<file path="config.mk">
export PLATFORM = sky130hd
export DESIGN_NAME = pixel_shader
export DESIGN_NICKNAME = d
export VERILOG_FILES = /design/src/pix_pkg.sv /design/src/pixel_shader.sv
export SDC_FILE = /design/constraint.sdc
export NUM_CORES = 1
export LEC_CHECK = 0
export BUFFER_PORTS_ARGS = -buffer_cell sky130_fd_sc_hd__clkbuf_2
export CORE_ASPECT_RATIO = 1.75
export CORE_MARGIN = 2
export CORE_UTILIZATION = 51
export CTS_BUF_LIST = sky130_fd_sc_hd__clkbuf_4 sky130_fd_sc_hd__clkbuf_8
export DETAILED_ROUTE_END_ITERATION = 16
export HOLD_SLACK_MARGIN = 0.1
export MAX_ROUTING_LAYER = met4
export PLACE_DENSITY = 0.91
export REMOVE_ABC_BUFFERS = 1
export SLEW_MARGIN = 30
export SYNTH_ARGS = -nofsm -noshare
export SYNTH_HDL_FRONTEND = slang
export SYNTH_SLANG_ARGS = --single-unit
</file>
<file path="constraint.sdc">
create_clock -name clk_in -period 1.8 [get_ports clk_in]
set_input_delay 0 -clock clk_in [delete_from_list [all_inputs] [get_ports clk_in]]
set_output_delay 0 -clock clk_in [all_outputs]
set_load 0.05 [all_outputs]
</file>
<file path="src/pix_pkg.sv">
`default_nettype none

package pix_pkg;

    ////////////////////////////////////////
    // fixed point
    ////////////////////////////////////////

    localparam int FRAC_BITS = 16;

    // signed Q16.16
    typedef logic signed [31:0] coord_t;

    typedef struct packed {
        coord_t x;
        coord_t y;
        coord_t z;
    } vec3_t;

    ////////////////////////////////////////
    // block description
    ////////////////////////////////////////

    typedef enum logic [1:0] {
        DIR_UP    = 2'd0,
        DIR_RIGHT = 2'd1,
        DIR_DOWN  = 2'd2,
        DIR_LEFT  = 2'd3
    } dir_e;

    typedef enum logic {
        COLOR_BLUE = 1'b0,
        COLOR_RED  = 1'b1
    } color_e;

    typedef struct packed {
        vec3_t  pos;
        dir_e   dir;
        color_e color;
    } block_t;

    typedef struct packed {
        coord_t r;
        coord_t g;
        coord_t b;
    } rgb_t;

    ////////////////////////////////////////
    // configuration
    ////////////////////////////////////////

    typedef struct packed {
        vec3_t  eye;
        coord_t arrow_half;
        coord_t face_height;
        coord_t intensity;
    } cfg_t;

    typedef logic [2:0] wb_adr_t;

    typedef struct packed {
        logic    cyc;
        logic    stb;
        logic    we;
        wb_adr_t adr;
        coord_t  dat;
    } wb_req_t;

    typedef struct packed {
        coord_t dat;
        logic   ack;
    } wb_rsp_t;

    localparam wb_adr_t REG_EYE_X       = 3'd0;
    localparam wb_adr_t REG_EYE_Y       = 3'd1;
    localparam wb_adr_t REG_EYE_Z       = 3'd2;
    localparam wb_adr_t REG_ARROW_HALF  = 3'd3;
    localparam wb_adr_t REG_FACE_HEIGHT = 3'd4;
    localparam wb_adr_t REG_INTENSITY   = 3'd5;

    // eye sits above the scene centre, looking down
    localparam cfg_t CFG_RESET = '{
        eye: '{
            x: 32'sd1800 <<< FRAC_BITS,
            y: 32'sd1800 <<< FRAC_BITS,
            z: -(32'sd300 <<< FRAC_BITS)
        },
        arrow_half:  32'sd80 <<< FRAC_BITS,
        face_height: 32'sd200 <<< FRAC_BITS,
        intensity:   32'sd1 <<< FRAC_BITS
    };

endpackage

`default_nettype wire

</file>
<file path="src/pixel_shader.sv">
`timescale 1ns/1ps
`default_nettype none

module pixel_shader (
    input  wire logic            clk_in,
    input  wire logic            rst_in,
    input  wire logic            arrow_valid,
    input  wire logic            on_arrow,
    input  wire pix_pkg::color_e color,
    input  wire pix_pkg::coord_t intensity,
    output pix_pkg::rgb_t        rgb,
    output logic                 rgb_valid
);

    pix_pkg::rgb_t   base;
    pix_pkg::coord_t brightest;

    always_comb begin
        // material picks the lit channel
        base.r = (color == pix_pkg::COLOR_RED)  ? intensity : '0;
        base.g = '0;
        base.b = (color == pix_pkg::COLOR_BLUE) ? intensity : '0;

        brightest = base.r;
        if (base.g > brightest) begin
            brightest = base.g;
        end
        if (base.b > brightest) begin
            brightest = base.b;
        end
    end

    always_ff @(posedge clk_in) begin
        if (rst_in) begin
            rgb_valid <= 1'b0;
        end else begin
            rgb_valid <= arrow_valid;
        end
    end

    // grey override for arrow pixels
    always_ff @(posedge clk_in) begin
        if (arrow_valid) begin
            rgb <= on_arrow ? '{r: brightest, g: brightest, b: brightest} : base;
        end
    end

endmodule

`default_nettype wire

</file>
---- Yosys cells after proc, flatten, opt, wreduce, memory -nomap -nowiden ----
Index checks and enable logic that the tools add are counted.
storage, ports and cells
  memory bits (read-only) ................. 0
  memory bits (writable) .................. 0
  memories ................................ 0
  logic and storage cells ................. 11
  register bits ........................... 97
  latch bits .............................. 0
  input port bits ......................... 37
  output and inout port bits .............. 97
cells by class
  $lt $le $gt $ge ......................... 2
  mux-type cells .......................... 5
  $add $sub $neg .......................... 0
  reductions and logical operators ........ 0
  shift-type cells ........................ 0
  bitwise logic cells ..................... 0
  divide/modulo/power cells ............... 0
  eq/ne operators ......................... 0
  multipliers ............................. 0
operators with widths
  kind                   count
  $mux W32               4
  $mux W96               1
  $gt A1 B32 Y1 const A  1
  $gt A32 B32 Y1         1

---- Logic depth before layout (Yosys ltp) ----
  depth in word-level cells ............... 6
  gate-level depth with buffers ........... 7
  mapped depth without buffers ............ 7

---- Least setup slack after synthesis ----
Ideal clock, no wire load.
  kind .................................... in2reg
  start ................................... in intensity[31]
  end ..................................... reg rgb[64] (netlist name) (data pin)
  data required time ...................... 1.539 ns
  slack ................................... 0.353 ns
  arrival time ............................ 1.186 ns
  setup time .............................. 0.261 ns
  path buffers ............................ 0
  stages .................................. 6
  cells stage by stage .................... inv_1 and3_1 ha_1 o41ai_2 a22oi_1 o311a_1
on the way
  longest elaborated chain between the ends .. 6
  elaborated cells between the ends (all ways) .. 7
  those cells by class .................... order compare: 2; mux: 5
ends and longest elaborated chain
  what                  line                RTL
  from (decl)           pixel_shader.sv:10  input wire pix_pkg::coord_t intensity,
  $mux W32              pixel_shader.sv:20  base.r = (color == pix_pkg::COLOR_RED) ? intensity : '0;
  $gt A1 B32 Y1         pixel_shader.sv:25  if (base.g > brightest) begin
  $mux W32              pixel_shader.sv:25
  $gt A32 B32 Y1        pixel_shader.sv:28  if (base.b > brightest) begin
  $mux W32 (*)          pixel_shader.sv:28
  $mux W96 (*)          pixel_shader.sv:44  rgb <= on_arrow ? '{r: brightest, g: brightest, b: brightest} : base;
  to (signal assigned)  pixel_shader.sv:44
  to (decl)             pixel_shader.sv:11  output pix_pkg::rgb_t rgb,
Mark *: on every way between the ends. The rest lies on a longest branch, timed or not.
A chain may end at the register's enable or synchronous reset.

---- Worst setup path in the final report ----
  start ................................... in intensity[0]
  end ..................................... reg rgb[64] (netlist name) (data pin)
on the way
  longest elaborated chain between the ends .. 6
  elaborated cells between the ends (all ways) .. 7
  those cells by class .................... order compare: 2; mux: 5
ends and longest elaborated chain
  what            line
  $mux W32        pixel_shader.sv:20
  $gt A1 B32 Y1   pixel_shader.sv:25
  $mux W32        pixel_shader.sv:25
  $gt A32 B32 Y1  pixel_shader.sv:28
  $mux W32        pixel_shader.sv:28
  $mux W96 (*)    pixel_shader.sv:44
Marks and branches as above.

==> results by group <==
Place
  • Cell area after placement: ~4600 µm²
  • Placed insts: about 450
  • Dpl hpwl: around 5600 µm
  • Final Wtd Congestion: between 0.8 and 0.9
  • Number of I/O port buffers: 133

Clocking
  • Clock Tree Root: clkbuf_8
  • CTS tree: built
  • # Post-CTS Setup Buffers: 0
  • Max H-tree Level: 3
  • CTS clk-pin slew, worst paths: 80 ps
  • CTS buffer count: 9
  • CTS Sinks: between 90 and 100
  • CTS Buffer Depth: 2

Synthesis
  • Mapped Cells: 236
  • Post-synthesis mux area share: 0.002668
  • Syn avg cell area: 15.90 µm²
  • Post-synth cell types: 27
  • Mapped Area: 3752 µm²
  • Top-area cell type share of the netlist area: 0.7683
  • #FFs+latches synth: 97
  • Adder-Cell Fraction of Synth Area: 0.003334
  • Warnings from Yosys: 0
  • Largest family of logic cells by synthesized area: simple AND/OR/NAND/NOR gates
  • Sequential share of the synthesized area: 0.7736
  • Synth area leader: edfxtp_1
  • Post-synthesis xor/xnor area fraction: 0.002334
  • Synth area leaders: edfxtp_1 77%, and2_1 15%, nor4_1 1.2%
  • Synth Area in Compound Gates: 0.01767
  • Simple-gate share of the synthesized area: 0.1871

Flow run
  • Max_cap viols: 0

Global routing
  • Vias in the first global route: 2,626
  • First-pass GRT wire length: around 13,000 µm
  • Initial antenna violation count: 0
  • Largest net degree at the start of global routing: 98
  • GR Overflow Total: 0
  • All-Layer GR Usage: 0.2368

Run status
  • Status: finished clean

Drt
  • Residual DRC count: 0
  • Routed WL per cell: 17.84 µm
  • Vias: 2,555
  • Vias per std cell: 5.100
  • TritonRoute pass-1 iters: 4
  • Post-route ant nets: 0
  • Drt first-iter violations: 259
  • Drt total wl: approximately 8900 µm

Setup path
  • Startpoint types: primary input
  • Critical path fanouts, max: 5
  • CP required: 1910 ps
  • Critical setup path kind: in2reg
  • CP Capture Type: register
  • Crit path arrival time: about 1800 ps

STA
  • Final Cycle Share: 0.9563
  • RSZ-0062 raised after global routing: false
  • Final hold vios: 0
  • Final worst path period need: 1721 ps
  • Setup_tns: 0 ps
  • Max frequency: 580.9 MHz
  • Actual slew at the worst max-slew pin: about 500 ps
  • Max transition margin: 0.6586
  • Final setup violation count: 0
  • Slew Viols, Final: 0
  • Hold Slack: roughly 130 ps

Cells and area
  • Most frequent cells in the layout: 132 x clkbuf_2, 96 x edfxtp_1, 87 x and2_1
  • Fillers: between 400 and 500
  • Antenna cells: 0
  • Commonest non-fill, non-tap cell in the layout: clkbuf_2
  • Area growth syn-to-layout: 35.05%
  • Layout Utilization: 0.7056
  • Finished Cell Area: 5067 µm²
  • Non-Filler Instances: 501
  • Final #Nets: 451
  • Share of cells above drive strength 1: 0.3904

Floorplan
  • Site Rows: roughly 40
  • I/O pins: 134
  • Core area: 7182 µm²
  • Die area: 8087 µm²
  • Die H: roughly 120 µm
  • Die width: 68.84 µm
  • Starting Density: 0.5225

Pwr
  • Peak VDD IR: 0.0005760 V
  • PwrDens: 1006 nW/µm²
  • Lkg Pwr: ~2.1 nW

Worst hold path
  • Hold Path Class: in2reg
## metrics by stage
stage | total power [W] | setup slack, ps
after floorplan | 0.003553 | 353.2
after global placement | 0.003874 | 178.1
after detailed placement | 0.003907 | 104.0
after CTS | 0.005109 | 36.54
after global routing | 0.005270 | 3.682
final | 0.005098 | 78.66
## worst paths after layout
| path | start | to | cells after the start | slack (ps) |
|---|---|---|---|---|
| max | intensity[0] | rgb[64] | 7 | 80 |
| min | intensity[31] | rgb[95] | 4 | 130 |
## power by group
group / internal [W] / switching, W
combinational: 0.000282 / 0.000895
sequential: 0.00269 / 0.0000559
clock: 0.000505 / 0.000674
## state kept, by name, summed over array words and instances (netlist names)
signal     count
rgb           96
rgb_valid      1
## cell usage after synthesis
cell type and number:
edfxtp_1 96, and2_1 87, clkbuf_1 9, nor4_1 7
nand2_1 5, a21oi_1 3, and2_2 3, nor3_1 3
inv_1 2, nor2_1 2, nor2b_1 2, o21ai_0 2
a211oi_1 1, a22oi_1 1, and3_1 1, buf_2 1
conb_1 1, dfxtp_1 1, ha_1 1, mux2i_1 1
nand3_1 1, nand4_1 1, nor4b_1 1, o311a_1 1
o41ai_2 1, or3_4 1, xnor2_1 1
## routing by layer
| metal | up-vias | GRT usage | part of all wire |
|---|---|---|---|
| li1 | 1192 | - | - |
| met5 | - | - | 0 |
| met2 | 112 | 0.4087 | 0.57 |
| met3 | 34 | 0.04015 | 0.049 |
| met4 | 0 | 0.1299 | 0.041 |
| met1 | 1217 | 0.2414 | 0.34 |
## worst max-delay path: stages
cell and delay [ps]:
dlygate4sd3_1 530, clkbuf_2 140, and3_1 180, ha_1 210, o41ai_2 330, a22oi_1 130
o311a_1 300
## cell families after synthesis
| logic type | after synthesis |
|---|---|
| buf+inv | 12 |
| fa+ha+maj | 1 |
| xor+xnor | 1 |
| mux | 1 |
| other cells | 1 |
| simple gates | 114 |
| flops | 97 |
| compound gates | 9 |
## repair_timing
action	in CTS	in global routing
endpoints found under the hold margin	96	0
setup endpoints to repair	0	2
hold buffers	34	0
resized for setup	0	1
## final cells by class
type | count | area [µm²] | share of cell area
Clock inverter | 2 | 8.758 | 0.001728
Multi-Input combinational cell | 127 | 813.3 | 0.1605
Clock buffer | 11 | 138.9 | 0.02741
Timing Repair Buffer | 176 | 1089 | 0.2148
Sequential cell | 97 | 2903 | 0.5728
Inverter | 2 | 7.507 | 0.001481
Tap cell | 86 | 107.6 | 0.02123
No activity file was read; power rests on OpenSTA's default activity.
