File: src/pix_pkg.sv
`default_nettype none

package pix_pkg;

    ////////////////////////////////////////
    // fixed point
    ////////////////////////////////////////

    localparam int FRAC_BITS = 16;

    // signed Q16.16
    typedef logic signed [31:0] coord_t;

    typedef struct packed {
        coord_t x;
        coord_t y;
        coord_t z;
    } vec3_t;

    ////////////////////////////////////////
    // block description
    ////////////////////////////////////////

    typedef enum logic [1:0] {
        DIR_UP    = 2'd0,
        DIR_RIGHT = 2'd1,
        DIR_DOWN  = 2'd2,
        DIR_LEFT  = 2'd3
    } dir_e;

    typedef enum logic {
        COLOR_BLUE = 1'b0,
        COLOR_RED  = 1'b1
    } color_e;

    typedef struct packed {
        vec3_t  pos;
        dir_e   dir;
        color_e color;
    } block_t;

    typedef struct packed {
        coord_t r;
        coord_t g;
        coord_t b;
    } rgb_t;

    ////////////////////////////////////////
    // configuration
    ////////////////////////////////////////

    typedef struct packed {
        vec3_t  eye;
        coord_t arrow_half;
        coord_t face_height;
        coord_t intensity;
    } cfg_t;

    typedef logic [2:0] wb_adr_t;

    typedef struct packed {
        logic    cyc;
        logic    stb;
        logic    we;
        wb_adr_t adr;
        coord_t  dat;
    } wb_req_t;

    typedef struct packed {
        coord_t dat;
        logic   ack;
    } wb_rsp_t;

    localparam wb_adr_t REG_EYE_X       = 3'd0;
    localparam wb_adr_t REG_EYE_Y       = 3'd1;
    localparam wb_adr_t REG_EYE_Z       = 3'd2;
    localparam wb_adr_t REG_ARROW_HALF  = 3'd3;
    localparam wb_adr_t REG_FACE_HEIGHT = 3'd4;
    localparam wb_adr_t REG_INTENSITY   = 3'd5;

    // eye sits above the scene centre, looking down
    localparam cfg_t CFG_RESET = '{
        eye: '{
            x: 32'sd1800 <<< FRAC_BITS,
            y: 32'sd1800 <<< FRAC_BITS,
            z: -(32'sd300 <<< FRAC_BITS)
        },
        arrow_half:  32'sd80 <<< FRAC_BITS,
        face_height: 32'sd200 <<< FRAC_BITS,
        intensity:   32'sd1 <<< FRAC_BITS
    };

endpackage

`default_nettype wire

File: src/pix_cfg_regs.sv
`timescale 1ns/1ps
`default_nettype none

module pix_cfg_regs (
    input  wire logic             clk_in,
    input  wire logic             rst_in,
    input  wire pix_pkg::wb_req_t wb_req,
    output pix_pkg::wb_rsp_t      wb_rsp,
    output pix_pkg::cfg_t         cfg
);

    logic              ack_q;
    pix_pkg::coord_t   rd_dat_q;
    pix_pkg::cfg_t     cfg_q;
    logic              req_go;
    pix_pkg::coord_t   rd_mux;

    // one access per request, ack drops the cycle after it rises
    assign req_go = wb_req.cyc && wb_req.stb && !ack_q;

    ////////////////////////////////////////
    // read decode
    ////////////////////////////////////////

    always_comb begin
        case (wb_req.adr)
            pix_pkg::REG_EYE_X:       rd_mux = cfg_q.eye.x;
            pix_pkg::REG_EYE_Y:       rd_mux = cfg_q.eye.y;
            pix_pkg::REG_EYE_Z:       rd_mux = cfg_q.eye.z;
            pix_pkg::REG_ARROW_HALF:  rd_mux = cfg_q.arrow_half;
            pix_pkg::REG_FACE_HEIGHT: rd_mux = cfg_q.face_height;
            pix_pkg::REG_INTENSITY:   rd_mux = cfg_q.intensity;
            // unmapped
            default:                  rd_mux = '0;
        endcase
    end

    ////////////////////////////////////////
    // register file and ack
    ////////////////////////////////////////

    always_ff @(posedge clk_in) begin
        if (rst_in) begin
            ack_q <= 1'b0;
            cfg_q <= pix_pkg::CFG_RESET;
        end else begin
            ack_q <= req_go;
            if (req_go && wb_req.we) begin
                case (wb_req.adr)
                    pix_pkg::REG_EYE_X:       cfg_q.eye.x       <= wb_req.dat;
                    pix_pkg::REG_EYE_Y:       cfg_q.eye.y       <= wb_req.dat;
                    pix_pkg::REG_EYE_Z:       cfg_q.eye.z       <= wb_req.dat;
                    pix_pkg::REG_ARROW_HALF:  cfg_q.arrow_half  <= wb_req.dat;
                    pix_pkg::REG_FACE_HEIGHT: cfg_q.face_height <= wb_req.dat;
                    pix_pkg::REG_INTENSITY:   cfg_q.intensity   <= wb_req.dat;
                    default: begin
                        // writes to unmapped addresses are dropped
                    end
                endcase
            end
        end
    end

    // read data lines up with ack
    always_ff @(posedge clk_in) begin
        if (req_go) begin
            rd_dat_q <= rd_mux;
        end
    end

    assign wb_rsp = '{dat: rd_dat_q, ack: ack_q};
    assign cfg    = cfg_q;

endmodule

`default_nettype wire

File: config.mk
export PLATFORM = sky130hd
export DESIGN_NAME = pix_cfg_regs
export DESIGN_NICKNAME = d
export VERILOG_FILES = /design/src/pix_pkg.sv /design/src/pix_cfg_regs.sv
export SDC_FILE = /design/constraint.sdc
export NUM_CORES = 1
export LEC_CHECK = 0
export ABC_CLOCK_PERIOD_IN_PS = 4100
export BUFFER_PORTS_ARGS = -buffer_cell sky130_fd_sc_hd__buf_4
export CAP_MARGIN = 30
export CELL_PAD_IN_SITES_DETAIL_PLACEMENT = 1
export CELL_PAD_IN_SITES_GLOBAL_PLACEMENT = 1
export CORE_ASPECT_RATIO = 1.25
export CORE_MARGIN = 5
export CORE_UTILIZATION = 44
export DETAILED_ROUTE_END_ITERATION = 16
export PLACE_DENSITY = 0.9
export SYNTH_ARGS = -nofsm -noshare
export SYNTH_HDL_FRONTEND = slang
export SYNTH_SLANG_ARGS = --single-unit
File: constraint.sdc
create_clock -name clk_in -period 4.1 [get_ports clk_in]
set_input_delay 0.615 -clock clk_in [delete_from_list [all_inputs] [get_ports clk_in]]
set_output_delay 0.615 -clock clk_in [all_outputs]
set_load 0.02 [all_outputs]
**Word level (Yosys, flattened, before mapping)**

Index checks and enable logic that the tools add are counted.
Widths: inputs -> output; s select.

- Register bits after elaboration: 225
- Input port bits: 40

- Reductions and logical operators: 11
- Muxes and demuxes: 1
- Equal/unequal tests: 5

Operator list:

| cell | count |
|---|---|
| $pmux 32 s6 | 1 |
| $reduce_and 2->1 | 6 |
| $eq 3x2->1 const B | 2 |
| $eq 3x3->1 const B | 2 |
| $eq 3x1->1 const B | 1 |
| $logic_and 1x1->1 | 3 |
| $logic_not 3->1 | 1 |
| $logic_not 1->1 | 1 |

**Longest topological paths before layout**

Gate-level depths: netlist (run 1).

- Depth in word-level cells: 4
- Mapped depth: 7
- Mapped depth without buffers: 3

**Least setup slack after synthesis (run 1)**

OpenSTA, ideal clock, no wires.

- Kind: input to register
- From: input port wb_req[37] in the netlist's numbering
- To: register rd_dat_q[0] (enable)
- Cell stages on the path: 2
- Path slack: 1.645 ns
- Buffers on the path: 0
- Arrival time: 2.034 ns
- Path through: nand2_1 -> nor2_1

- Word-level cells in the longest chain between the ends: 2

Ends and longest elaborated chain:

| what | RTL line | RTL |
|---|---|---|
| start, declared | pix_cfg_regs.sv:7 | `input wire pix_pkg::wb_req_t wb_req,` |
| $logic_and 1x1->1 (2 in a row) | pix_cfg_regs.sv:19 | `assign req_go = wb_req.cyc && wb_req.stb && !ack_q;` |
| named net req_go | pix_cfg_regs.sv:15 | `logic req_go;` |
| end signal, assigned | pix_cfg_regs.sv:67 | `rd_dat_q <= rd_mux;` |
| end, declared | pix_cfg_regs.sv:13 | `pix_pkg::coord_t rd_dat_q;` |

The timed path passes the listed nets, and every way through them passes these cells.
A chain may end at the register's enable or synchronous reset.

**Worst setup path after layout (run 1)**

- From: input port wb_req[33] in the netlist's numbering
- To: register cfg_q (netlist bit cfg[111])

- Word-level cells in the longest chain between the ends: 2

Ends and longest elaborated chain:

| what | RTL line | RTL |
|---|---|---|
| $eq 3x2->1 | pix_cfg_regs.sv:49 | `case (wb_req.adr)` |
| $reduce_and 2->1 (no line) | -- |  |
| end signal, assigned | pix_cfg_regs.sv:45 | `cfg_q <= pix_pkg::CFG_RESET;` |
| end, declared | pix_cfg_regs.sv:14 | `pix_pkg::cfg_t cfg_q;` |

No other way between the ends.

==> results of run 1 <==
==> cell type report <==
cell class | count | area [µm²]
Clock inverter | 8 | 70.1
Clock buffer | 36 | 747
Tap cell | 288 | 360
Sequential cell | 225 | 4820
Multi-Input combinational cell | 615 | 4910
Fill cell | 2460 | 9740
Timing Repair Buffer | 283 | 2150
Inverter | 1 | 3.75
==> metrics by stage <==
stage / power (mW) / setup slack, ns / hold WS [ns]
finish: 4.87 / 1.67 / 0.372
floorplan: 2.55 / 1.64 / 0.451
CTS: 4.89 / 1.66 / 0.360
global placement: 2.69 / 1.17 / 0.476
detailed placement: 2.70 / 1.17 / 0.488
global route: 5.01 / 1.64 / 0.382
==> sequential cells by signal, indices dropped and copies added (netlist names) <==
register  count
cfg         192
rd_dat_q     32
ack_q         1
==> how the worst min path moves through the flow <==
| stage | startpoint | to | slack, ns | depth (start not counted) |
|---|---|---|---|---|
| 6_report | wb_req[31] | cfg[127] | 0.37 | 3 |
| 5_1_grt | wb_req[18] | cfg[114] | 0.38 | 3 |
| 4_1_cts | wb_req[31] | cfg[127] | 0.36 | 3 |
| 3_5_place_dp | cfg[151] | cfg[151] | 0.49 | 2 |
| 3_3_place_gp | cfg[45] | cfg[45] | 0.48 | 2 |
| 2_1_floorplan | ack_q | ack_q | 0.45 | 1 |
==> worst register-to-register path: cells and delay by family, from the launching register on <==
| family | cells | cell delay (ns) |
|---|---|---|
| and+or+nand+nor | 2 | 1.20 |
| buffers and inverters | 1 | 0.39 |
| muxes | 1 | 0.19 |
| DFF | 1 | 0.36 |
==> report_power, final <==
group	total [mW]	internal (mW)	switching [mW]
sequential	2.29	2.27	0.0207
combinational	0.366	0.147	0.219
clock	2.21	1.32	0.894
total	4.87	3.73	1.13
==> cell families (layout without fill, tap and decap cells) <==
kind of cell	Yosys count	after routing	synth area share, %
AOI/OAI and AO/OA	66	66	4.88
DFF	225	225	47.7
and+or+nand+nor	280	280	16.2
muxes	269	269	27.2
buffers and inverters	73	328	4.03
==> cell usage in the layout (no fill, tap or decap), types with 17 or more instances in the layout <==
cell	n
clkbuf_16	25
dfxtp_1	193
a22oi_1	20
buf_4	281
mux2_2	49
edfxtp_1	32
nand2b_1	202
nand2_1	17
mux2i_1	220
nor2_1	42
==> layer usage <==
metal	wire length, µm	vias to the layer above
met3	1640	79
met4	1310	0
met2	17600	280
li1	-	3673
met5	0	-
met1	14200	4109
==> reports/metrics.cfg, run 1 <==
[worst_setup_path]
cp.arrival_ns=2.85
critPathTopFamily=simple AND/OR/NAND/NOR gates
reg2reg_slack_ns=1.84
crit_slowest_cell=or3_2
cp_num_buf_inv=2
path_max_fanout=50
r2r_cells=4
crit_chain=buf_4, nand2b_4, or3_2, buf_12, mux2i_1
end_kind=flip-flop
critPathMaxStageDelay_ns=0.82
crit_path_end=cfg[111]
crit_cells=5
startpoint=wb_req[33]
rr_startpoint=ack_q
start_kind=input port
crit_required_ns=4.52
r2r_end=cfg[60]
path_class=in -> reg

[route]
route.vias.total=8141
drt_first_pass_iters=4
wire_per_inst_um=23.9
wl_um=34800
drc_errors=0
viasPerCell=5.59
ant_nets=0
drt_iter0_drc=413

[yosys]
synthTopCellsByCount=mux2i_1 (220), nand2b_1 (202), dfxtp_1 (193), mux2_2 (49), nor2_1 (43)
yosys.area.top_type=dfxtp_1
ys_seq_elements=225
syn_area_mm2=0.0101
ys.flop_type=dfxtp_1
synth_area_leaders=dfxtp_1 (38%), mux2i_1 (22%), nand2b_1 (12%), edfxtp_1 (9.5%), mux2_2 (5.5%)
syn_nets=953
synthMostInstantiatedCell=mux2i_1
synth_edf_count=32
avgSynthCellArea_um2=11.1
seq_area_frac_synth_pct=47.7
synthCells=913
synth.distinct_cells=35
ys_async_sr_fraction_pct=0
yosysTopAreaCellShare_pct=38.2
ys_warn_count=0

[global_route]
grt_max_degree=120
met1_usage_pct=30.4
grt_pass1_wl_um=53100
grt_pass1_vias=8962
grt_remaining_overflow=0
gr-usage-met3_pct=4.48
grt_antenna_before_repair=0
met2_usage_pct=44.5
track_usage_pct=25.2
top_usage_layer=met2

[placement]
dpl_cell_area_mm2=0.0122
place.gp.congestion=0.791
dpl.hpwl_um=24000
dp_cells=1412
portBuffers=264

[timing]
maxSlewHeadroom_pct=36.0
setup_viol=0
tightestPinTransition_ns=0.956
layout_min_cycle_time_ns=2.43
fin_crit_sh_pct=59.2
fin_tns_setup_ns=0
finalHoldViolCount=0
drv_slew=0
fmax_mhz=412
skew_ns=0.0104
rsz0062_at_grt=no

[power]
p_leak_nw=6.28
powerDensity_mw_per_mm2=372
ir_drop_mv=0.337

[flow_run]
maxCapViolations=0

[floorplan]
num_io_pins=265
die_h_um=180
coreArea_mm2=0.0228
die_w_um=146
fp-row-count=62
dieArea_mm2=0.0262
start_util_pct=44.4

[cts]
cts_tree=done
postCtsSetupBuffers=0
numCtsBuffers=24
hold_buffers=0
clkSinkCount=225
clockBufferDepth=3
htree_levels=1
cts_root_buffer=clkbuf_16
cts_resized=0
path_clk_slew_ns=0.07
clock_latency_ns=0.51

[status]
status=finished clean

[final_layout]
area_growth_pct=29.1
drive_above_1_share_pct=32.7
finalNonFillerCells=1456
fin_nets=1190
diodes=0
fin_util_pct=57.3
finalInstanceArea_mm2=0.0131

[worst_hold_path]
hold_path_class=in -> reg

Note: power is estimated with default switching activity, not from simulation.
==> inputs of run 2 (changes only) <==
--- a/config.mk
+++ b/config.mk
@@ -5,16 +5,17 @@
 export SDC_FILE = /design/constraint.sdc
 export NUM_CORES = 1
 export LEC_CHECK = 0
-export ABC_CLOCK_PERIOD_IN_PS = 4100
+export ABC_AREA = 1
+export ABC_CLOCK_PERIOD_IN_PS = 2100
 export BUFFER_PORTS_ARGS = -buffer_cell sky130_fd_sc_hd__buf_4
 export CAP_MARGIN = 30
 export CELL_PAD_IN_SITES_DETAIL_PLACEMENT = 1
 export CELL_PAD_IN_SITES_GLOBAL_PLACEMENT = 1
 export CORE_ASPECT_RATIO = 1.25
 export CORE_MARGIN = 5
-export CORE_UTILIZATION = 44
+export CORE_UTILIZATION = 33
 export DETAILED_ROUTE_END_ITERATION = 16
-export PLACE_DENSITY = 0.9
+export PLACE_DENSITY = 0.81
 export SYNTH_ARGS = -nofsm -noshare
 export SYNTH_HDL_FRONTEND = slang
 export SYNTH_SLANG_ARGS = --single-unit
==> constraint.sdc (replaced) <==
create_clock -name clk_in -period 2.1 [get_ports clk_in]
set_input_delay 0.315 -clock clk_in [delete_from_list [all_inputs] [get_ports clk_in]]
set_output_delay 0.315 -clock clk_in [all_outputs]
set_load 0.02 [all_outputs]
==> run 2 against run 1 <==
Against the previous run:
- first-iteration DRC count is 79% higher
- synthesized cell count rose by 70%
- clock power rose by 130%
- total power rose by 110%
- sequential power is 96% higher
- count of clock-buffer cells in the layout is 5 lower
- cell count grew 52%
- global-route usage decreased by 1.8 points
- cell area rose by 5.6%
==> reports/metrics.cfg, run 2 <==
[yosys]
synth_edf_count=32  ; unchanged
syn_area_mm2=0.0102  ; +1.3%
yosys.area.top_type=dfxtp_1
synthMostInstantiatedCell=nor2_1
avgSynthCellArea_um2=6.62  ; -40%
ys_seq_elements=225  ; unchanged
syn_nets=1588  ; +67%
seq_area_frac_synth_pct=47.1  ; -0.59 points
synthTopCellsByCount=nor2_1 (458), nand2_1 (420), nand3_1 (227), dfxtp_1 (193), inv_1 (101)
synth_area_leaders=dfxtp_1 (38%), nor2_1 (17%), nand2_1 (15%), nand3_1 (11%), edfxtp_1 (9.4%)
ys_async_sr_fraction_pct=0  ; unchanged
yosysTopAreaCellShare_pct=37.7  ; -0.48 points
synthCells=1548  ; +70%
ys_warn_count=0  ; unchanged
synth.distinct_cells=18  ; -49%
ys.flop_type=dfxtp_1

[timing]
layout_min_cycle_time_ns=1.74
skew_ns=0.0213  ; +0.0109 ns
fmax_mhz=574
worst_hold_slack_ns=0.0151  ; -0.357 ns
finalHoldViolCount=0  ; unchanged
rsz0062_at_grt=no
setup_viol=0  ; unchanged
fin_tns_setup_ns=0  ; unchanged
maxSlewHeadroom_pct=63.7  ; +28 points
drv_slew=0  ; unchanged
tightestPinTransition_ns=0.543  ; -0.413 ns
fin_crit_sh_pct=83.0

[cts]
clockBufferDepth=3  ; unchanged
cts_root_buffer=clkbuf_16
path_clk_slew_ns=0.07  ; about the same
cts_tree=done
numCtsBuffers=25  ; +4.2%
clock_latency_ns=0.53  ; +0.02 ns
htree_levels=1  ; unchanged
clkSinkCount=225  ; unchanged

[final_layout]
finalInstanceArea_mm2=0.0138  ; +5.6%
fillers=3990  ; +62%
final_common_cell=nor2_1
area_growth_pct=34.6
final_cell_mix=nor2_1 (458), nand2_1 (420), buf_4 (295), nand3_1 (227), dfxtp_1 (193)
fin_util_pct=44.8  ; -12 points
largest_reg_flops=192  ; unchanged
drive_above_1_share_pct=20.7  ; -12 points
fin_nets=1830  ; +54%

[route]
top_layer=met4
wl_um=42100  ; +21%
wl_met3_um=2560  ; +56%
wl_met2_um=20800  ; +18%
drt_iter0_drc=741  ; +79%
ant_nets=0  ; unchanged
wire_per_inst_um=19.0  ; -21%
route.vias.total=10930  ; +34%
drt_first_pass_iters=5  ; +1
drc_errors=0  ; unchanged
m1WireLength_um=17500  ; +23%
viasPerCell=4.93  ; -12%

[floorplan]
start_util_pct=33.3  ; -11 points
num_io_pins=265  ; unchanged
dieArea_mm2=0.0347  ; +33%
die_w_um=168  ; +15%
coreArea_mm2=0.0308  ; +35%
die_h_um=207  ; +15%
fp-row-count=72  ; +16%

[placement]
place.gp.congestion=0.811  ; +2.5%
dpl_cell_area_mm2=0.0128  ; +4.5%
portBuffers=264  ; unchanged
dpl.hpwl_um=28600  ; +19%

[worst_setup_path]
rr_startpoint=ack_q
crit_chain=inv_1, nand4_2, nor2_4, buf_12, nor2_1, nor2_1
end_kind=flip-flop
path_max_fanout=17  ; -66%
start_kind=flip-flop
reg2reg_slack_ns=0.36  ; -1.48 ns
r2r_end=cfg[101]
crit_slowest_cell=nor2_4
path_class=reg -> reg
r2r_cells=6  ; +2
cpMostUsedCell=nor2_1
critPathMaxStageDelay_ns=0.47  ; -0.35 ns
crit_required_ns=2.56  ; -1.96 ns
cp.arrival_ns=2.20  ; -0.65 ns

[worst_hold_path]
hold_path_end=cfg[126]
hold_path_class=in -> reg
worstHoldPathCells=3  ; unchanged
hold_start=wb_req[30]

[power]
ir_drop_mv=0.677  ; +100%
powerDensity_mw_per_mm2=757  ; +100%
total_power_mw=10.4  ; +110%
p_leak_nw=6.51  ; +3.7%

[flow_run]
maxCapViolations=0  ; unchanged

[global_route]
grt_pass1_vias=11097  ; +24%
grt_remaining_overflow=0  ; unchanged
grt_max_degree=85  ; -29%
track_usage_pct=23.4  ; -1.8 points
grt_antenna_before_repair=1  ; +1
grt_pass1_wl_um=65300  ; +23%

[status]
status=finished clean

-- run 2: per-stage QoR --
| step | setup slack (ns) | instances |
|---|---|---|
| after floorplan | 0.542 | 1548 |
| after global placement | 0.372 | 2165 |
| after detailed placement | 0.314 | 2165 |
| after CTS | 0.324 | 2216 |
| after global routing | 0.268 | 2217 |
| final | 0.357 | 2217 |
-- run 2: what timing repair did --
action,4_1_cts,5_1_grt
endpoints found under the hold margin,5,0
buffers inserted,0,0
hold buffers,5,0
gates resized for setup,0,0
-- run 2: worst max path at each step --
stage          cells after the start  slack, ns       start          end
2_1_floorplan                      3       0.54       ack_q  rd_dat_q[0]
3_3_place_gp                       7       0.37  wb_req[35]       cfg[5]
3_5_place_dp                       7       0.31  wb_req[35]      cfg[31]
4_1_cts                            6       0.32       ack_q     cfg[101]
5_1_grt                            6       0.27       ack_q     cfg[101]
6_report                           6       0.36       ack_q     cfg[101]
-- run 2: logic make-up (layout without fill, tap and decap cells) --
family | count (synthesis) | in the layout | share of synthesized area (%)
simple gates | 1118 | 1118 | 44.3
flops | 225 | 225 | 47.1
buf+inv | 204 | 465 | 8.56
other cells | 0 | 1 | 0
compound gates | 1 | 1 | 0.0488
-- run 2: final cells by class --
type	instances	area (µm²)	area share, %
Clock buffer	31	698	5.06
Multi-Input combinational cell	1119	4580	33.2
Sequential cell	225	4820	35.0
Clock inverter	15	244	1.77
Inverter	105	399	2.89
Tap cell	407	509	3.69
Timing Repair Buffer	314	2540	18.4
Antenna cell	1	2.50	0.0181
-- run 2: power breakdown --
group / internal, mW / total [mW] / switching (mW)
clock network: 3.11 / 5.03 / 1.92
registers: 4.44 / 4.49 / 0.0531
logic: 0.304 / 0.928 / 0.623
total: 7.85 / 10.4 / 2.59
-- run 2: critical path: cells and delay by family, from the launching register on --
kind                   cells  cell delay, ns
and+or+nand+nor            4            1.04
DFF                        1            0.32
buffers and inverters      2            0.31
-- run 2: metal layers --
layer,vias up,global-route usage [%]
met5,-,0
met4,0,7.08
met3,66,4.37
met2,317,41.1
met1,5301,29.2
li1,5246,-
