### config.mk
export PLATFORM = sky130hd
export DESIGN_NAME = arrow_mask
export DESIGN_NICKNAME = d
export VERILOG_FILES = /design/src/pix_pkg.sv /design/src/arrow_mask.sv
export SDC_FILE = /design/constraint.sdc
export NUM_CORES = 1
export LEC_CHECK = 0
export BUFFER_PORTS_ARGS = -buffer_cell sky130_fd_sc_hd__buf_2
export CORE_ASPECT_RATIO = 1.2
export CORE_MARGIN = 4
export CORE_UTILIZATION = 51
export CTS_CLUSTER_DIAMETER = 80
export CTS_CLUSTER_SIZE = 25
export DETAILED_ROUTE_END_ITERATION = 10
export GPL_ROUTABILITY_DRIVEN = 0
export PLACE_DENSITY = 0.82
export SYNTH_ARGS = -nofsm -noshare
export SYNTH_HDL_FRONTEND = slang
export SYNTH_SLANG_ARGS = --single-unit
### constraint.sdc
create_clock -name clk_in -period 4.45 [get_ports clk_in]
set_input_delay 0.89 -clock clk_in [delete_from_list [all_inputs] [get_ports clk_in]]
set_output_delay 0.89 -clock clk_in [all_outputs]
set_load 0.01 [all_outputs]
### src/pix_pkg.sv
`default_nettype none

package pix_pkg;

    ////////////////////////////////////////
    // fixed point
    ////////////////////////////////////////

    localparam int FRAC_BITS = 16;

    // signed Q16.16
    typedef logic signed [31:0] coord_t;

    typedef struct packed {
        coord_t x;
        coord_t y;
        coord_t z;
    } vec3_t;

    ////////////////////////////////////////
    // block description
    ////////////////////////////////////////

    typedef enum logic [1:0] {
        DIR_UP    = 2'd0,
        DIR_RIGHT = 2'd1,
        DIR_DOWN  = 2'd2,
        DIR_LEFT  = 2'd3
    } dir_e;

    typedef enum logic {
        COLOR_BLUE = 1'b0,
        COLOR_RED  = 1'b1
    } color_e;

    typedef struct packed {
        vec3_t  pos;
        dir_e   dir;
        color_e color;
    } block_t;

    typedef struct packed {
        coord_t r;
        coord_t g;
        coord_t b;
    } rgb_t;

    ////////////////////////////////////////
    // configuration
    ////////////////////////////////////////

    typedef struct packed {
        vec3_t  eye;
        coord_t arrow_half;
        coord_t face_height;
        coord_t intensity;
    } cfg_t;

    typedef logic [2:0] wb_adr_t;

    typedef struct packed {
        logic    cyc;
        logic    stb;
        logic    we;
        wb_adr_t adr;
        coord_t  dat;
    } wb_req_t;

    typedef struct packed {
        coord_t dat;
        logic   ack;
    } wb_rsp_t;

    localparam wb_adr_t REG_EYE_X       = 3'd0;
    localparam wb_adr_t REG_EYE_Y       = 3'd1;
    localparam wb_adr_t REG_EYE_Z       = 3'd2;
    localparam wb_adr_t REG_ARROW_HALF  = 3'd3;
    localparam wb_adr_t REG_FACE_HEIGHT = 3'd4;
    localparam wb_adr_t REG_INTENSITY   = 3'd5;

    // eye sits above the scene centre, looking down
    localparam cfg_t CFG_RESET = '{
        eye: '{
            x: 32'sd1800 <<< FRAC_BITS,
            y: 32'sd1800 <<< FRAC_BITS,
            z: -(32'sd300 <<< FRAC_BITS)
        },
        arrow_half:  32'sd80 <<< FRAC_BITS,
        face_height: 32'sd200 <<< FRAC_BITS,
        intensity:   32'sd1 <<< FRAC_BITS
    };

endpackage

`default_nettype wire

### src/arrow_mask.sv
`timescale 1ns/1ps
`default_nettype none

module arrow_mask (
    input  wire logic            clk_in,
    input  wire logic            rst_in,
    input  wire logic            hit_valid,
    input  wire pix_pkg::vec3_t  hit,
    input  wire pix_pkg::vec3_t  block_pos,
    input  wire pix_pkg::dir_e   dir,
    input  wire pix_pkg::coord_t arrow_half,
    input  wire pix_pkg::coord_t face_height,
    output logic                 on_arrow,
    output logic                 arrow_valid
);

    pix_pkg::vec3_t  rel;
    pix_pkg::dir_e   rel_dir;
    logic            rel_valid;

    pix_pkg::coord_t abs_x;
    pix_pkg::coord_t abs_y;
    logic            face_ok;
    logic            bounds_ok;
    logic            tri_ok;

    ////////////////////////////////////////
    // stage 1 hit relative to the block
    ////////////////////////////////////////

    always_ff @(posedge clk_in) begin
        if (rst_in) begin
            rel_valid <= 1'b0;
        end else begin
            rel_valid <= hit_valid;
        end
    end

    always_ff @(posedge clk_in) begin
        rel.x   <= hit.x - block_pos.x;
        rel.y   <= hit.y - block_pos.y;
        rel.z   <= hit.z - block_pos.z;
        rel_dir <= dir;
    end

    ////////////////////////////////////////
    // stage 2 arrow rule
    ////////////////////////////////////////

    always_comb begin
        abs_x = (rel.x < 0) ? -rel.x : rel.x;
        abs_y = (rel.y < 0) ? -rel.y : rel.y;

        // only the top face carries the arrow
        face_ok   = rel.z <= face_height;
        bounds_ok = (abs_x < arrow_half) && (abs_y < arrow_half);

        // triangle pointing the way of the arrow
        case (rel_dir)
            pix_pkg::DIR_UP:    tri_ok = (rel.y > 0) && (abs_y >= abs_x);
            pix_pkg::DIR_DOWN:  tri_ok = (rel.y < 0) && (abs_y >= abs_x);
            pix_pkg::DIR_LEFT:  tri_ok = (rel.x < 0) && (abs_x >= abs_y);
            pix_pkg::DIR_RIGHT: tri_ok = (rel.x > 0) && (abs_x >= abs_y);
            default:            tri_ok = 1'b0;
        endcase
    end

    always_ff @(posedge clk_in) begin
        if (rst_in) begin
            arrow_valid <= 1'b0;
        end else begin
            arrow_valid <= rel_valid;
        end
    end

    always_ff @(posedge clk_in) begin
        on_arrow <= face_ok && bounds_ok && tri_ok;
    end

endmodule

`default_nettype wire

* Yosys cells after proc, flatten, opt, wreduce, memory -nomap -nowiden
Cells that the tools add are included.
** Word-level totals
- Logic and storage cells :: 35
- Register bits after elaboration :: 101
- Output and inout port bits :: 2
- Input port bits :: 261
** Cells by class
- Add/sub/neg operators :: 5
- Mux-type cells :: 3
- Reduce and logical (&&, ||, !) cells :: 8
- Eq/ne operators :: 3
- Order comparisons :: 9
** Operator list (count)
- $sub A32 B32 Y32 :: 3
- $ge A32 B32 Y1 :: 2
- $gt A32 B1 Y1 const B :: 2
- $lt A32 B1 Y1 const B :: 2
- $lt A32 B32 Y1 :: 2
- $mux W32 :: 2
- $neg A32 Y32 :: 2
- $le A32 B32 Y1 :: 1
- $logic_and A1 B1 Y1 :: 7
- $eq A2 B2 Y1 const B :: 2
- $pmux W1 S4 :: 1
- $eq A2 B1 Y1 const B :: 1
- $logic_not A2 Y1 :: 1

* Logic depth before layout (Yosys ltp)
Gate-level depths: netlist of run 1.
- Word-level depth :: 6
- Gate-level depth with buffers :: 20
- Depth with buffers taken out :: 20

* Worst setup path before layout of run 1
OpenSTA, ideal clock, no wires.
- Path type :: reg-to-reg
- From :: register rel[79] in the netlist's numbering
- To :: register on_arrow
- Slack :: 0.325 ns
- Buffers on the path :: 0
- Data arrival time :: 4.047 ns
- Setup time :: 0.078 ns
- Data required time :: 4.372 ns
- Clock period less this slack :: 4.125 ns
- Stages on the path, launching flop included :: 16
- Path through :: dfxtp_1 or3_1 or4_4 or4_4 or4_4 o41ai_1 xnor2_1 ha_1 a21o_1 a21oi_1 o21ai_0 a221oi_1 mux2i_1 a22oi_1 nand4_1 nor3_1
** Between the ends
- Longest elaborated chain between the ends :: 6
- Elaborated cells between the ends (all ways) :: 15
- Classes of those cells :: add/sub (1); order compare (5); mux (2); reduce/logical (7)
** Ends and longest elaborated chain
- from (decl) :: line arrow_mask.sv:17 : pix_pkg::vec3_t rel;
- $neg A32 Y32 or $lt A32 B1 Y1 (tied branches) :: line arrow_mask.sv:51, arrow_mask.sv:62
- $mux W32 :: line arrow_mask.sv:51 : abs_x = (rel.x < 0) ? -rel.x : rel.x;
- $ge A32 B32 Y1, or another cell as far along :: line arrow_mask.sv:62, arrow_mask.sv:63
- $logic_and A1 B1 Y1, on equally long branches
- $pmux W1 S4 or $logic_and A1 B1 Y1 (tied branches) :: line arrow_mask.sv:59, arrow_mask.sv:77
- $logic_and A1 B1 Y1 (*) :: line arrow_mask.sv:77 : on_arrow <= face_ok && bounds_ok && tri_ok;
- to (signal assigned) :: line arrow_mask.sv:77
- to (decl) :: line arrow_mask.sv:13 : output logic on_arrow,
Mark *: on every way between the ends. The rest lies on a longest branch, timed or not.
A chain may end at the register's enable or synchronous reset.

* Final worst setup path of run 1
Ends and elaborated chain as after synthesis.

==> qor.csv, run 1 <==
metric,value,unit
grt_overflow,0,
min_period,4.31,ns
root_buffer,clkbuf_16,
synthDistinctLibCells,57,
end_kind,flip-flop,
antenna_found_initial,1,
crit_end,on_arrow,
p_comb_share,55.8,%
worst_ep_arrival_time,4.60,ns
crit_type,reg2reg,
cp_common_cell,or4_4,
reg2reg_depth,16,
htree_levels,3,
crit_slowest_cell,or4_4,
area.growth.synth_to_final,18.6,%
r2r_slack,0.14,ns
io_pins,263,
synth_warnings,0,
cts_tree,yes,
grt_util_all_layers,22.7,%
finalClockSkew,0.00617,ns
synth_nets,1934,
ys_ff_latch,101,
tightestPinTransition,0.835,ns
clock_sinks,101,
grt_pass1_wl,46.3,mm
worst_slack,0.142,ns
synth_commonest_cells,"225 x inv_1, 221 x ha_1, 118 x xnor2_1, 113 x a21oi_1, 101 x dfxtp_1",
grt_max_degree,27,
wirelength,29.5,mm
clkSlewWorstSetupHoldPaths,0.07,ns
pre_cts_ws,-0.110,ns
fin_area,13500,um^2
p_int,0.00279,W
io_buffers,262,
die_w,144,um
worstSetupPathDepth,16,
die_h,172,um
drc_errors,0,
crit_family,simple AND/OR/NAND/NOR gates,
netlist_instances,1449,
drt-initial-drc-count,537,
die_area,24700,um^2
rr_endpoint,on_arrow,
drv_slew,0,
synth_top_area_cell,ha_1,
dp.cells,1972,
dpl_cell_area,13000,um^2
startpoint,rel[79],
swShare,41.3,%
cp_data_required_time,4.74,ns
layout_worst_path_cycle_share,96.8,%
synth_edf_count,0,
dr.pass1.iters,5,
status,"complete, no violations",
finalSetupViolCount,0,
postSynth.asyncResetShare,0,%
power_leakage,7.23,nW
powerDensity,353,nW/um^2
p_switching,0.00197,W
synthFlopType,dfxtp_1,
synth_area_per_cell,7.84,um^2
coreArea,21800,um^2
rr_startpoint,rel[79],
cts_hold_buf,0,
rows,59,
path_buf_inv,0,
ant_nets,0,
clkLatencyLatePin,0.36,ns
critPathLaunchType,flip-flop,
viasPerCell,5.54,
hp-class,reg2reg,
worstPathCellList,or3_1 -> or4_4 -> or4_4 -> or4_4 -> o41ai_4 -> xnor2_1 -> ha_1 -> nand4_1 -> nor2_2 -> nand3_1 -> nor3_2 -> nand2b_1 -> mux2i_1 -> a22oi_1 -> nand4_1 -> nor3_2,
hold_violations,0,
fmax,232,MHz
grt_pass1_vias,10700,
fin_nets,2200,
dpl.hpwl,25.3,mm
critPathMaxStageDelay,0.55,ns
yosysMostFrequentCell,inv_1,
initial_core_util,52.2,%
ir_worst_vdd,210,uV
instances_no_fill,1995,
syn-cell-area,11400,um^2
crit_fanout,4,
wl_per_cell,14.8,um
cts_made_buffers,9,
slew_headroom,44.3,%
drv_cap,0,
synth_area_leaders,"ha_1 24%, dfxtp_1 18%, xnor2_1 9.1%, inv_1 7.4%, a21o_1 5.9%",
seqPwrFrac,27.2,%
vias,11100,
cts_buffer_depth,2,
layout-drive-gt1-share,19.1,%
seq_area_frac_synth,17.8,%
synth_top_area_share,24.3,%
power_frac_clock,17.0,%
through the flow:
stage | TNS (ns) | power [W] | hold slack, ns | util, %
after floorplan | 0 | 0.00315 | 0.414 | -
after global placement | 0 | 0.00371 | 0.428 | 59.6
after detailed placement | -0.110 | 0.00384 | 0.443 | 59.6
after CTS | 0 | 0.00468 | 0.454 | 61.1
after global routing | -0.0270 | 0.00517 | 0.477 | 61.9
final | 0 | 0.00476 | 0.452 | 61.9
final cells by class:
cell class                      instances  area (um^2)
Multi-Input combinational cell       1105         8570
Fill cell                            1962         8300
Sequential cell                       101         2020
Timing Repair Buffer                  273         1390
Inverter                              225          845
Tap cell                              274          343
Clock buffer                           10          229
Clock inverter                          6         71.3
Antenna cell                            1         2.50
repair_timing:
action	CTS	global route
pin swaps	0	8
setup buffers	0	6
resized for setup	2	31
endpoints found under the setup margin	1	1
gates cloned	0	0
layout by cell type (no fill, tap or decap), types with 9 or more instances in the layout:
master / Yosys / layout
nor2b_1: 32 / 31
o21a_1: 18 / 18
nor3_1: 23 / 20
dfxtp_1: 101 / 99
o21ai_0: 81 / 78
a211oi_1: 10 / 10
buf_2: 0 / 262
ha_1: 221 / 220
buf_4: 0 / 11
nand2b_1: 23 / 22
clkbuf_16: 0 / 9
o21bai_1: 15 / 15
o31ai_1: 19 / 18
inv_1: 225 / 224
xor2_1: 25 / 25
nand4_1: 35 / 35
nand3_1: 23 / 22
a21oi_1: 113 / 113
a21o_1: 89 / 89
xnor2_1: 118 / 117
nor2_1: 82 / 79
nand2_1: 58 / 58
flip-flops by register name (all words and copies together), names as in the netlist:
register     flops
rel             96
rel_dir          2
arrow_valid      1
on_arrow         1
rel_valid        1
power by group through the flow:
stage	Sequential (W)	Combinational (W)	Clock [W]
2_1_floorplan	0.00123	0.00192	0
3_3_place_gp	0.00128	0.00243	0
3_5_place_dp	0.00129	0.00254	0
4_1_cts	0.00128	0.00259	0.000817
5_1_grt	0.00132	0.00299	0.000857
6_report	0.00130	0.00266	0.000811
per-layer routing:
| metal | up-vias | part of all wire, % | GRT usage (%) |
|---|---|---|---|
| met4 | 0 | 4.0 | 10.2 |
| met3 | 82 | 4.6 | 2.98 |
| li1 | 5615 | - | - |
| met5 | - | 0 | 0 |
| met1 | 5013 | 40 | 25.2 |
| met2 | 342 | 52 | 42.8 |
worst min-delay path by stage:
| stage | cells after the start | from | slack [ns] | endpoint |
|---|---|---|---|---|
| after global routing | 1 | rel_valid | 0.48 | arrow_valid |
| after global placement | 1 | rel_valid | 0.43 | arrow_valid |
| final | 1 | rel_valid | 0.45 | arrow_valid |
| after floorplan | 1 | rel_valid | 0.41 | arrow_valid |
| after detailed placement | 1 | rel_valid | 0.44 | arrow_valid |
| after CTS | 1 | rel_valid | 0.45 | arrow_valid |
cells by family after synthesis:
group                    synth area share [%]
adder cells (fa/ha/maj)                  24.9
multiplexers                            0.462
XOR/XNOR                                 11.0
buffers and inverters                    8.03
AO/OA/AOI/OAI                            23.0
AND/OR/NAND/NOR                          14.9
flip-flops                               17.8
Power figures use the tool's default switching activity.
==> run 2: changes to the inputs <==
Settings changed: ABC_AREA set to 1, CORE_UTILIZATION 51 to 52.
==> run 2 against run 1 <==
Die area grew 9.0%. Critical path type unchanged. Worst setup slack gained 1.1 ns. Non-clock buffer count shrank 9. Critical endpoint unchanged. Core utilization shrank 0.69 points. Sequential power is essentially flat. Cell count grew 26%. Count of clock-buffer cells in the layout grew 1. Power grew 4.1%. Area after synthesis grew 12%.
==> qor.csv, run 2 <==
metric,value,unit,change
clkSlewWorstSetupHoldPaths,0.07,ns,about the same
tns,0,ns,unchanged
seqPwrFrac,25.6,%,was 27.2%
cts_made_buffers,9,,unchanged
grt_overflow,0,,unchanged
r2r_slack,1.22,ns,was 0.14 ns
synthFlopType,dfxtp_1,,unchanged
root_buffer,clkbuf_16,,unchanged
syn-cell-area,12700,um^2,was 11400 um^2
netlist_instances,1923,,was 1449
grt.busiest_layer,met2,,unchanged
crit_fanout,4,,unchanged
die_area,27000,um^2,was 24700 um^2
cts_setup_buffers,0,,unchanged
powerDensity,338,nW/um^2,was 353 nW/um^2
clock_sinks,101,,unchanged
die_h,179,um,was 172 um
layout_worst_path_cycle_share,72.5,%,was 96.8%
grt_pass1_vias,12500,,was 10.7k
fin_nets,2670,,was 2200
slew_headroom,65.0,%,was 44.3%
die_w,151,um,was 144 um
worst_ep_arrival_time,3.53,ns,was 4.60 ns
crit_type,reg2reg,,unchanged
cp_data_required_time,4.75,ns,was 4.74 ns
synth_top_area_share,21.8,%,was 24.3%
hp-class,reg2reg,,unchanged
hold_violations,0,,unchanged
layout-drive-gt1-share,15.3,%,was 19.1%
wirelength,33.9,mm,was 29.5 mm
power_frac_clock,16.3,%,was 17.0%
tightestPinTransition,0.525,ns,was 0.835 ns
power_leakage,8.27,nW,was 7.23 nW
pre_cts_ws,1.30,ns,was -0.110 ns
area.growth.synth_to_final,15.6,%,was 18.6%
drc_errors,0,,unchanged
use_met1,26.5,%,was 25.2%
grt_util_all_layers,24.1,%,was 22.7%
min_period,3.23,ns,was 4.31 ns
synth_commonest_cells,"389 x nand2_1, 369 x inv_1, 221 x ha_1, 177 x nor2_1, 146 x a21oi_1",,"was 225 x inv_1, 221 x ha_1, 118 x xnor2_1, 113 x a21oi_1, 101 x dfxtp_1"
cts_tree,yes,,unchanged
coreArea,24000,um^2,was 21800 um^2
p_int,0.00271,W,was 0.00279 W
rows,62,,was 59
diodes,0,,was 1
viasPerCell,5.32,,was 5.54
synth_edf_count,0,,unchanged
synth_warnings,0,,unchanged
dpl.hpwl,29.5,mm,was 25.3 mm
worst_slack,1.22,ns,was 0.142 ns
synth_area_per_cell,6.60,um^2,was 7.84 um^2
grt_pass1_wl,54.2,mm,was 46.3 mm
clkLatencyLatePin,0.36,ns,about the same
wl_per_cell,13.5,um,was 14.8 um
cts_resized,0,,was 2
final_cell_mix,"389 x nand2_1, 369 x inv_1, 262 x buf_2, 221 x ha_1, 177 x nor2_1",,"was 262 x buf_2, 224 x inv_1, 220 x ha_1, 117 x xnor2_1, 113 x a21oi_1"
ir_worst_vdd,168,uV,was 210 uV
largest_reg_flops,96,,unchanged
htree_levels,3,,unchanged
p_comb_share,58.1,%,was 55.8%
grt_max_degree,25,,was 27
regMostFlops,rel,,unchanged
ys_ff_latch,101,,unchanged
postSynth.asyncResetShare,0,%,unchanged
critPathLaunchType,flip-flop,,unchanged
synth_top_area_cell,ha_1,,unchanged
grtUsageMet2,45.8,%,was 42.8%
use_met3,3.67,%,was 2.98%
status,"complete, no violations",,unchanged
finalSetupViolCount,0,,unchanged
synth_nets,2408,,was 1934
yosysMostFrequentCell,nand2_1,,was inv_1
end_kind,flip-flop,,unchanged
synth_area_leaders,"ha_1 22%, dfxtp_1 16%, nand2_1 12%, inv_1 11%, xor2_1 6.4%",,"was ha_1 24%, dfxtp_1 18%, xnor2_1 9.1%, inv_1 7.4%, a21o_1 5.9%"
cts_buffer_depth,2,,unchanged
dr.pass1.iters,6,,was 5
finalClockSkew,0.0125,ns,was 0.00617 ns
ant_nets,0,,unchanged
initial_core_util,53.0,%,was 52.2%
largest_registers,"rel: 96 flops, rel_dir: 2 flops",,unchanged
drv_cap,0,,unchanged
rsz0062_at_grt,false,,
drv_slew,0,,unchanged
fmax,310,MHz,was 232 MHz
p_switching,0.00225,W,was 0.00197 W
cts_hold_buf,0,,unchanged
io_buffers,262,,unchanged
antenna_found_initial,5,,was 1
drt-initial-drc-count,670,,was 537
final_common_cell,nand2_1,,was buf_2
swShare,45.3,%,was 41.3%
synthDistinctLibCells,47,,was 57
seq_area_frac_synth,15.9,%,was 17.8%
io_pins,263,,unchanged
vias,13300,,was 11.1k
## run 2: cell types whose count changed after synthesis, moves of 33 or more
cell	before	now
a21o_1	89	22
a21oi_1	113	146
inv_1	225	369
nand2_1	58	389
nand3_1	23	72
nor2_1	82	177
xnor2_1	118	46
xor2_1	25	93
## run 2: through the flow
step                      cells  hold slack (ns)  util [%]  power, W  area (um^2)
after floorplan            1923            0.388         -   0.00338        12700
after global placement     2494            0.390      59.9   0.00400        14400
after detailed placement   2494            0.405      59.9   0.00413        14400
after CTS                  2510            0.415      61.2   0.00496        14700
after global routing       2510            0.435      61.2   0.00544        14700
final                      2510            0.410      61.2   0.00496        14700
## run 2: area by class of cell
type                            count  area [um^2]
Fill cell                        2208         9300
Clock buffer                       11          243
Timing Repair Buffer              264         1330
Clock inverter                      5         60.1
Multi-Input combinational cell   1432         9210
Sequential cell                   101         2020
Inverter                          377         1420
Tap cell                          320          400
## run 2: per-layer routing
layer | wire length, um | share of wire (%)
met4 | 1150 | 3.4
met5 | 68 | 0.20
met1 | 13000 | 38
met3 | 2430 | 7.2
met2 | 17200 | 51
## run 2: cell families (layout without fill, tap and decap cells)
| kind of cell | Yosys count | count (layout) | synth area share [%] |
|---|---|---|---|
| AO/OA/AOI/OAI | 326 | 326 | 15.0 |
| XOR/XNOR | 141 | 141 | 9.85 |
| adder cells (fa/ha/maj) | 224 | 224 | 22.3 |
| buffers and inverters | 390 | 657 | 11.5 |
| flip-flops | 101 | 101 | 15.9 |
| AND/OR/NAND/NOR | 741 | 741 | 25.4 |
## run 2: final timing paths
kind                                start     endpoint  depth (start not counted)
worst max register to register    rel[64]     on_arrow                         23
worst min register to register  rel_valid  arrow_valid                          2
worst max-delay path              rel[64]     on_arrow                         23
worst min-delay path            rel_valid  arrow_valid                          2
## run 2: critical path, stage by stage, from the launching register on
cell and delay, ns:
dfxtp_1 0.33, inv_1 0.12, ha_1 0.26, nand4_4 0.14, nor2_4 0.13, nand2_2 0.08, nor2_4 0.14, nand4_2 0.11
or2_4 0.27, o21ai_2 0.13, xnor2_1 0.11, ha_1 0.29, nand2_1 0.05, nor2_1 0.12, nand2_1 0.12, nor4_2 0.19
nand2_1 0.13, nand2_1 0.10, nand2_1 0.06, nand3_1 0.06, nand2_1 0.05, nand2_1 0.06, nand2_1 0.05, nor2_1 0.07
## run 2: power by group through the flow
stage / logic (W) / clock network (W) / registers (W)
6_report: 0.00288 / 0.000808 / 0.00127
5_1_grt: 0.00329 / 0.000862 / 0.00129
2_1_floorplan: 0.00214 / 0 / 0.00124
4_1_cts: 0.00286 / 0.000829 / 0.00127
3_5_place_dp: 0.00284 / 0 / 0.00129
3_3_place_gp: 0.00272 / 0 / 0.00128
==> run 3: changes to the inputs <==
Settings changed: PLACE_DENSITY 0.82 to 0.79.
Clock period 4.45 ns to 3.1 ns, I/O delays scaled along.
==> run 3 against run 2 <==
The run now ends with setup timing left. Combinational power up 47%. Non-clock buffer count up 9. Via count down 0.69%. Maximum frequency up 3.2%. Power up 47%. Cell count up 0.36%. Count of clock-buffer cells in the layout down 2. Wire length down 1.4%. Worst hold slack worse by 0.037 ns. Critical endpoint unchanged. Highest routed layer unchanged.
==> qor.csv, run 3 (synthesis results as in run 2) <==
metric,value,unit,change
io_pins,263,,unchanged
powerDensity,490,nW/um^2,was 338 nW/um^2
fmax,320,MHz,was 310 MHz
worst_slack,-0.0276,ns,was 1.22 ns
cts_made_buffers,9,,unchanged
clock_sinks,101,,unchanged
critPathLaunchType,flip-flop,,unchanged
dpl.hpwl,28.9,mm,was 29.5 mm
slew_headroom,61.8,%,was 65.0%
crit_family,simple AND/OR/NAND/NOR gates,,unchanged
vias,13300,,about the same
die_h,179,um,unchanged
power_leakage,8.36,nW,was 8.27 nW
hold_depth,1,,was 2
final_cell_mix,"386 x nand2_1, 367 x inv_1, 262 x buf_2, 219 x ha_1, 172 x nor2_1",,"was 389 x nand2_1, 369 x inv_1, 262 x buf_2, 221 x ha_1, 177 x nor2_1"
grt_util_all_layers,24.0,%,was 24.1%
crit_fanout,3,,was 4
rows,62,,unchanged
drc_errors,0,,unchanged
layout-drive-gt1-share,16.4,%,was 15.3%
initial_core_util,53.0,%,unchanged
crit_type,reg2reg,,unchanged
cts_tree,yes,,unchanged
coreArea,24000,um^2,unchanged
wl_per_cell,13.3,um,was 13.5 um
viasPerCell,5.26,,was 5.32
violations,setup timing,,
cp_data_required_time,3.39,ns,was 4.75 ns
io_buffers,262,,unchanged
end_kind,flip-flop,,unchanged
worstPathCellList,inv_2 -> ha_4 -> nand4_4 -> nor3_4 -> buf_4 -> nand4_1 -> nor2_1 -> xor2_1 -> nand2_1 -> o21ai_2 -> inv_1 -> ha_1 -> nand2_1 -> nor2_2 -> nand3_2 -> nor4_2 -> nand2_1 -> nand2_1 -> nand2_1 -> nand2_1 -> nand3_1 -> nor2_1,,was inv_1 -> ha_1 -> nand4_4 -> nor2_4 -> nand2_2 -> nor2_4 -> nand4_2 -> or2_4 -> o21ai_2 -> xnor2_1 -> ha_1 -> nand2_1 -> nor2_1 -> nand2_1 -> nor4_2 -> nand2_1 -> nand2_1 -> nand2_1 -> nand3_1 -> nand2_1 -> nand2_1 -> nand2_1 -> nor2_1
htree_levels,3,,unchanged
hp-class,in2reg,,was reg2reg
antenna_found_initial,5,,unchanged
ant_nets,0,,unchanged
die_w,151,um,unchanged
status,"finished, violations left",,"was complete, no violations"
rsz0062_at_grt,true,,was false
critPathMaxStageDelay,0.33,ns,about the same
layout_worst_path_cycle_share,101,%,was 72.5%
fillers,2242,,was 2208
clkSlewWorstSetupHoldPaths,0.07,ns,about the same
drv_cap,0,,unchanged
die_area,27000,um^2,unchanged
largest_registers,"rel: 96 flops, rel_dir: 2 flops",,unchanged
final_common_cell,nand2_1,,unchanged
worst_ep_arrival_time,3.42,ns,was 3.53 ns
min_period,3.13,ns,was 3.23 ns
root_buffer,clkbuf_16,,unchanged
tightestPinTransition,0.568,ns,was 0.525 ns
ir_worst_vdd,294,uV,was 168 uV
drt-initial-drc-count,714,,was 670
cp_common_cell,nand2_1,,unchanged
clkLatencyLatePin,0.35,ns,was 0.36 ns
wirelength,33.4,mm,was 33.9 mm
finalPower,0.00729,W,was 0.00496 W
hold_violations,0,,unchanged
grt_pass1_vias,12700,,was 12.5k
cts_buffer_depth,2,,unchanged
grt_pass1_wl,54.4,mm,was 54.2 mm
regMostFlops,rel,,unchanged
instances_no_fill,2519,,was 2510
grt_overflow,0,,unchanged
dp.cells,2499,,was 2494
crit_slowest_cell,dfxtp_1,,unchanged
path_buf_inv,3,,was 1
dr.pass1.iters,7,,was 6
worstSetupPathDepth,22,,was 23
reg2reg_depth,22,,was 23
grt_max_degree,24,,was 25
finalClockSkew,0.00620,ns,was 0.0125 ns
largest_reg_flops,96,,unchanged
pre_cts_ws,-0.0440,ns,was 1.30 ns
area.growth.synth_to_final,17.1,%,was 15.6%
fin_nets,2679,,was 2670
finalSetupViolCount,1,,was 0
drv_slew,0,,unchanged
[run 3: worst reg2reg max path, delay by kind of cell (launching register included)]
kind                       cells  cell delay [ns]
adders and majority gates      2             0.43
AOI/OAI and AO/OA              1             0.08
DFF                            1             0.33
xor gates and xnor gates       1             0.16
and+or+nand+nor               15             1.78
buffers and inverters          3             0.30
[run 3: layer usage]
metal	global-route usage (%)	up-vias	wire, um
li1	-	6793	-
met1	27.5	5936	13500
met2	44.8	433	16600
met3	3.46	87	2180
met4	8.69	8	1090
met5	0	-	37
[run 3: path summary, 6_finish.rpt]
kind	startpoint	slack [ns]	to
max	rel[32]	-0.03	on_arrow
min	dir[0]	0.37	rel_dir[0]
max reg2reg	rel[32]	-0.03	on_arrow
min reg2reg	rel_valid	0.41	arrow_valid
[run 3: final cells by class]
cell class / count / area (um^2) / share of cell area, %
well taps: 320 / 400 / 2.69
clock inverters: 6 / 93.8 / 0.631
multi-input cells: 1432 / 9310 / 62.6
inverters: 377 / 1420 / 9.52
repair buffers: 273 / 1390 / 9.38
clock buffers: 9 / 225 / 1.52
diodes: 1 / 2.50 / 0.0168
flip-flops and latches: 101 / 2020 / 13.6
[run 3: power breakdown]
group / internal, W / switching [W] / leakage (nW)
clock: 0.000712 / 0.000517 / 0.153
sequential: 0.00159 / 0.000227 / 0.852
combinational: 0.00170 / 0.00254 / 7.35
total: 0.00400 / 0.00329 / 8.36
[run 3: metrics by stage]
| stage | cell area [um^2] | hold slack (ns) | util, % | TNS (ns) |
|---|---|---|---|---|
| 6_report | 14900 | 0.373 | 62.0 | -0.0276 |
| 3_5_place_dp | 14400 | 0.401 | 60.1 | -0.0440 |
| 3_3_place_gp | 14400 | 0.391 | 60.1 | 0 |
| 5_1_grt | 14900 | 0.356 | 62.0 | -0.311 |
| 4_1_cts | 14800 | 0.359 | 61.6 | 0 |
| 2_1_floorplan | 12700 | 0.388 | - | 0 |
[run 3: timing repair]
item                       4_1_cts  5_1_grt
setup buffers                    1        3
resized for setup                4       20
pin swaps                        2        8
hold buffers                     0        0
setup endpoints to repair        1        1
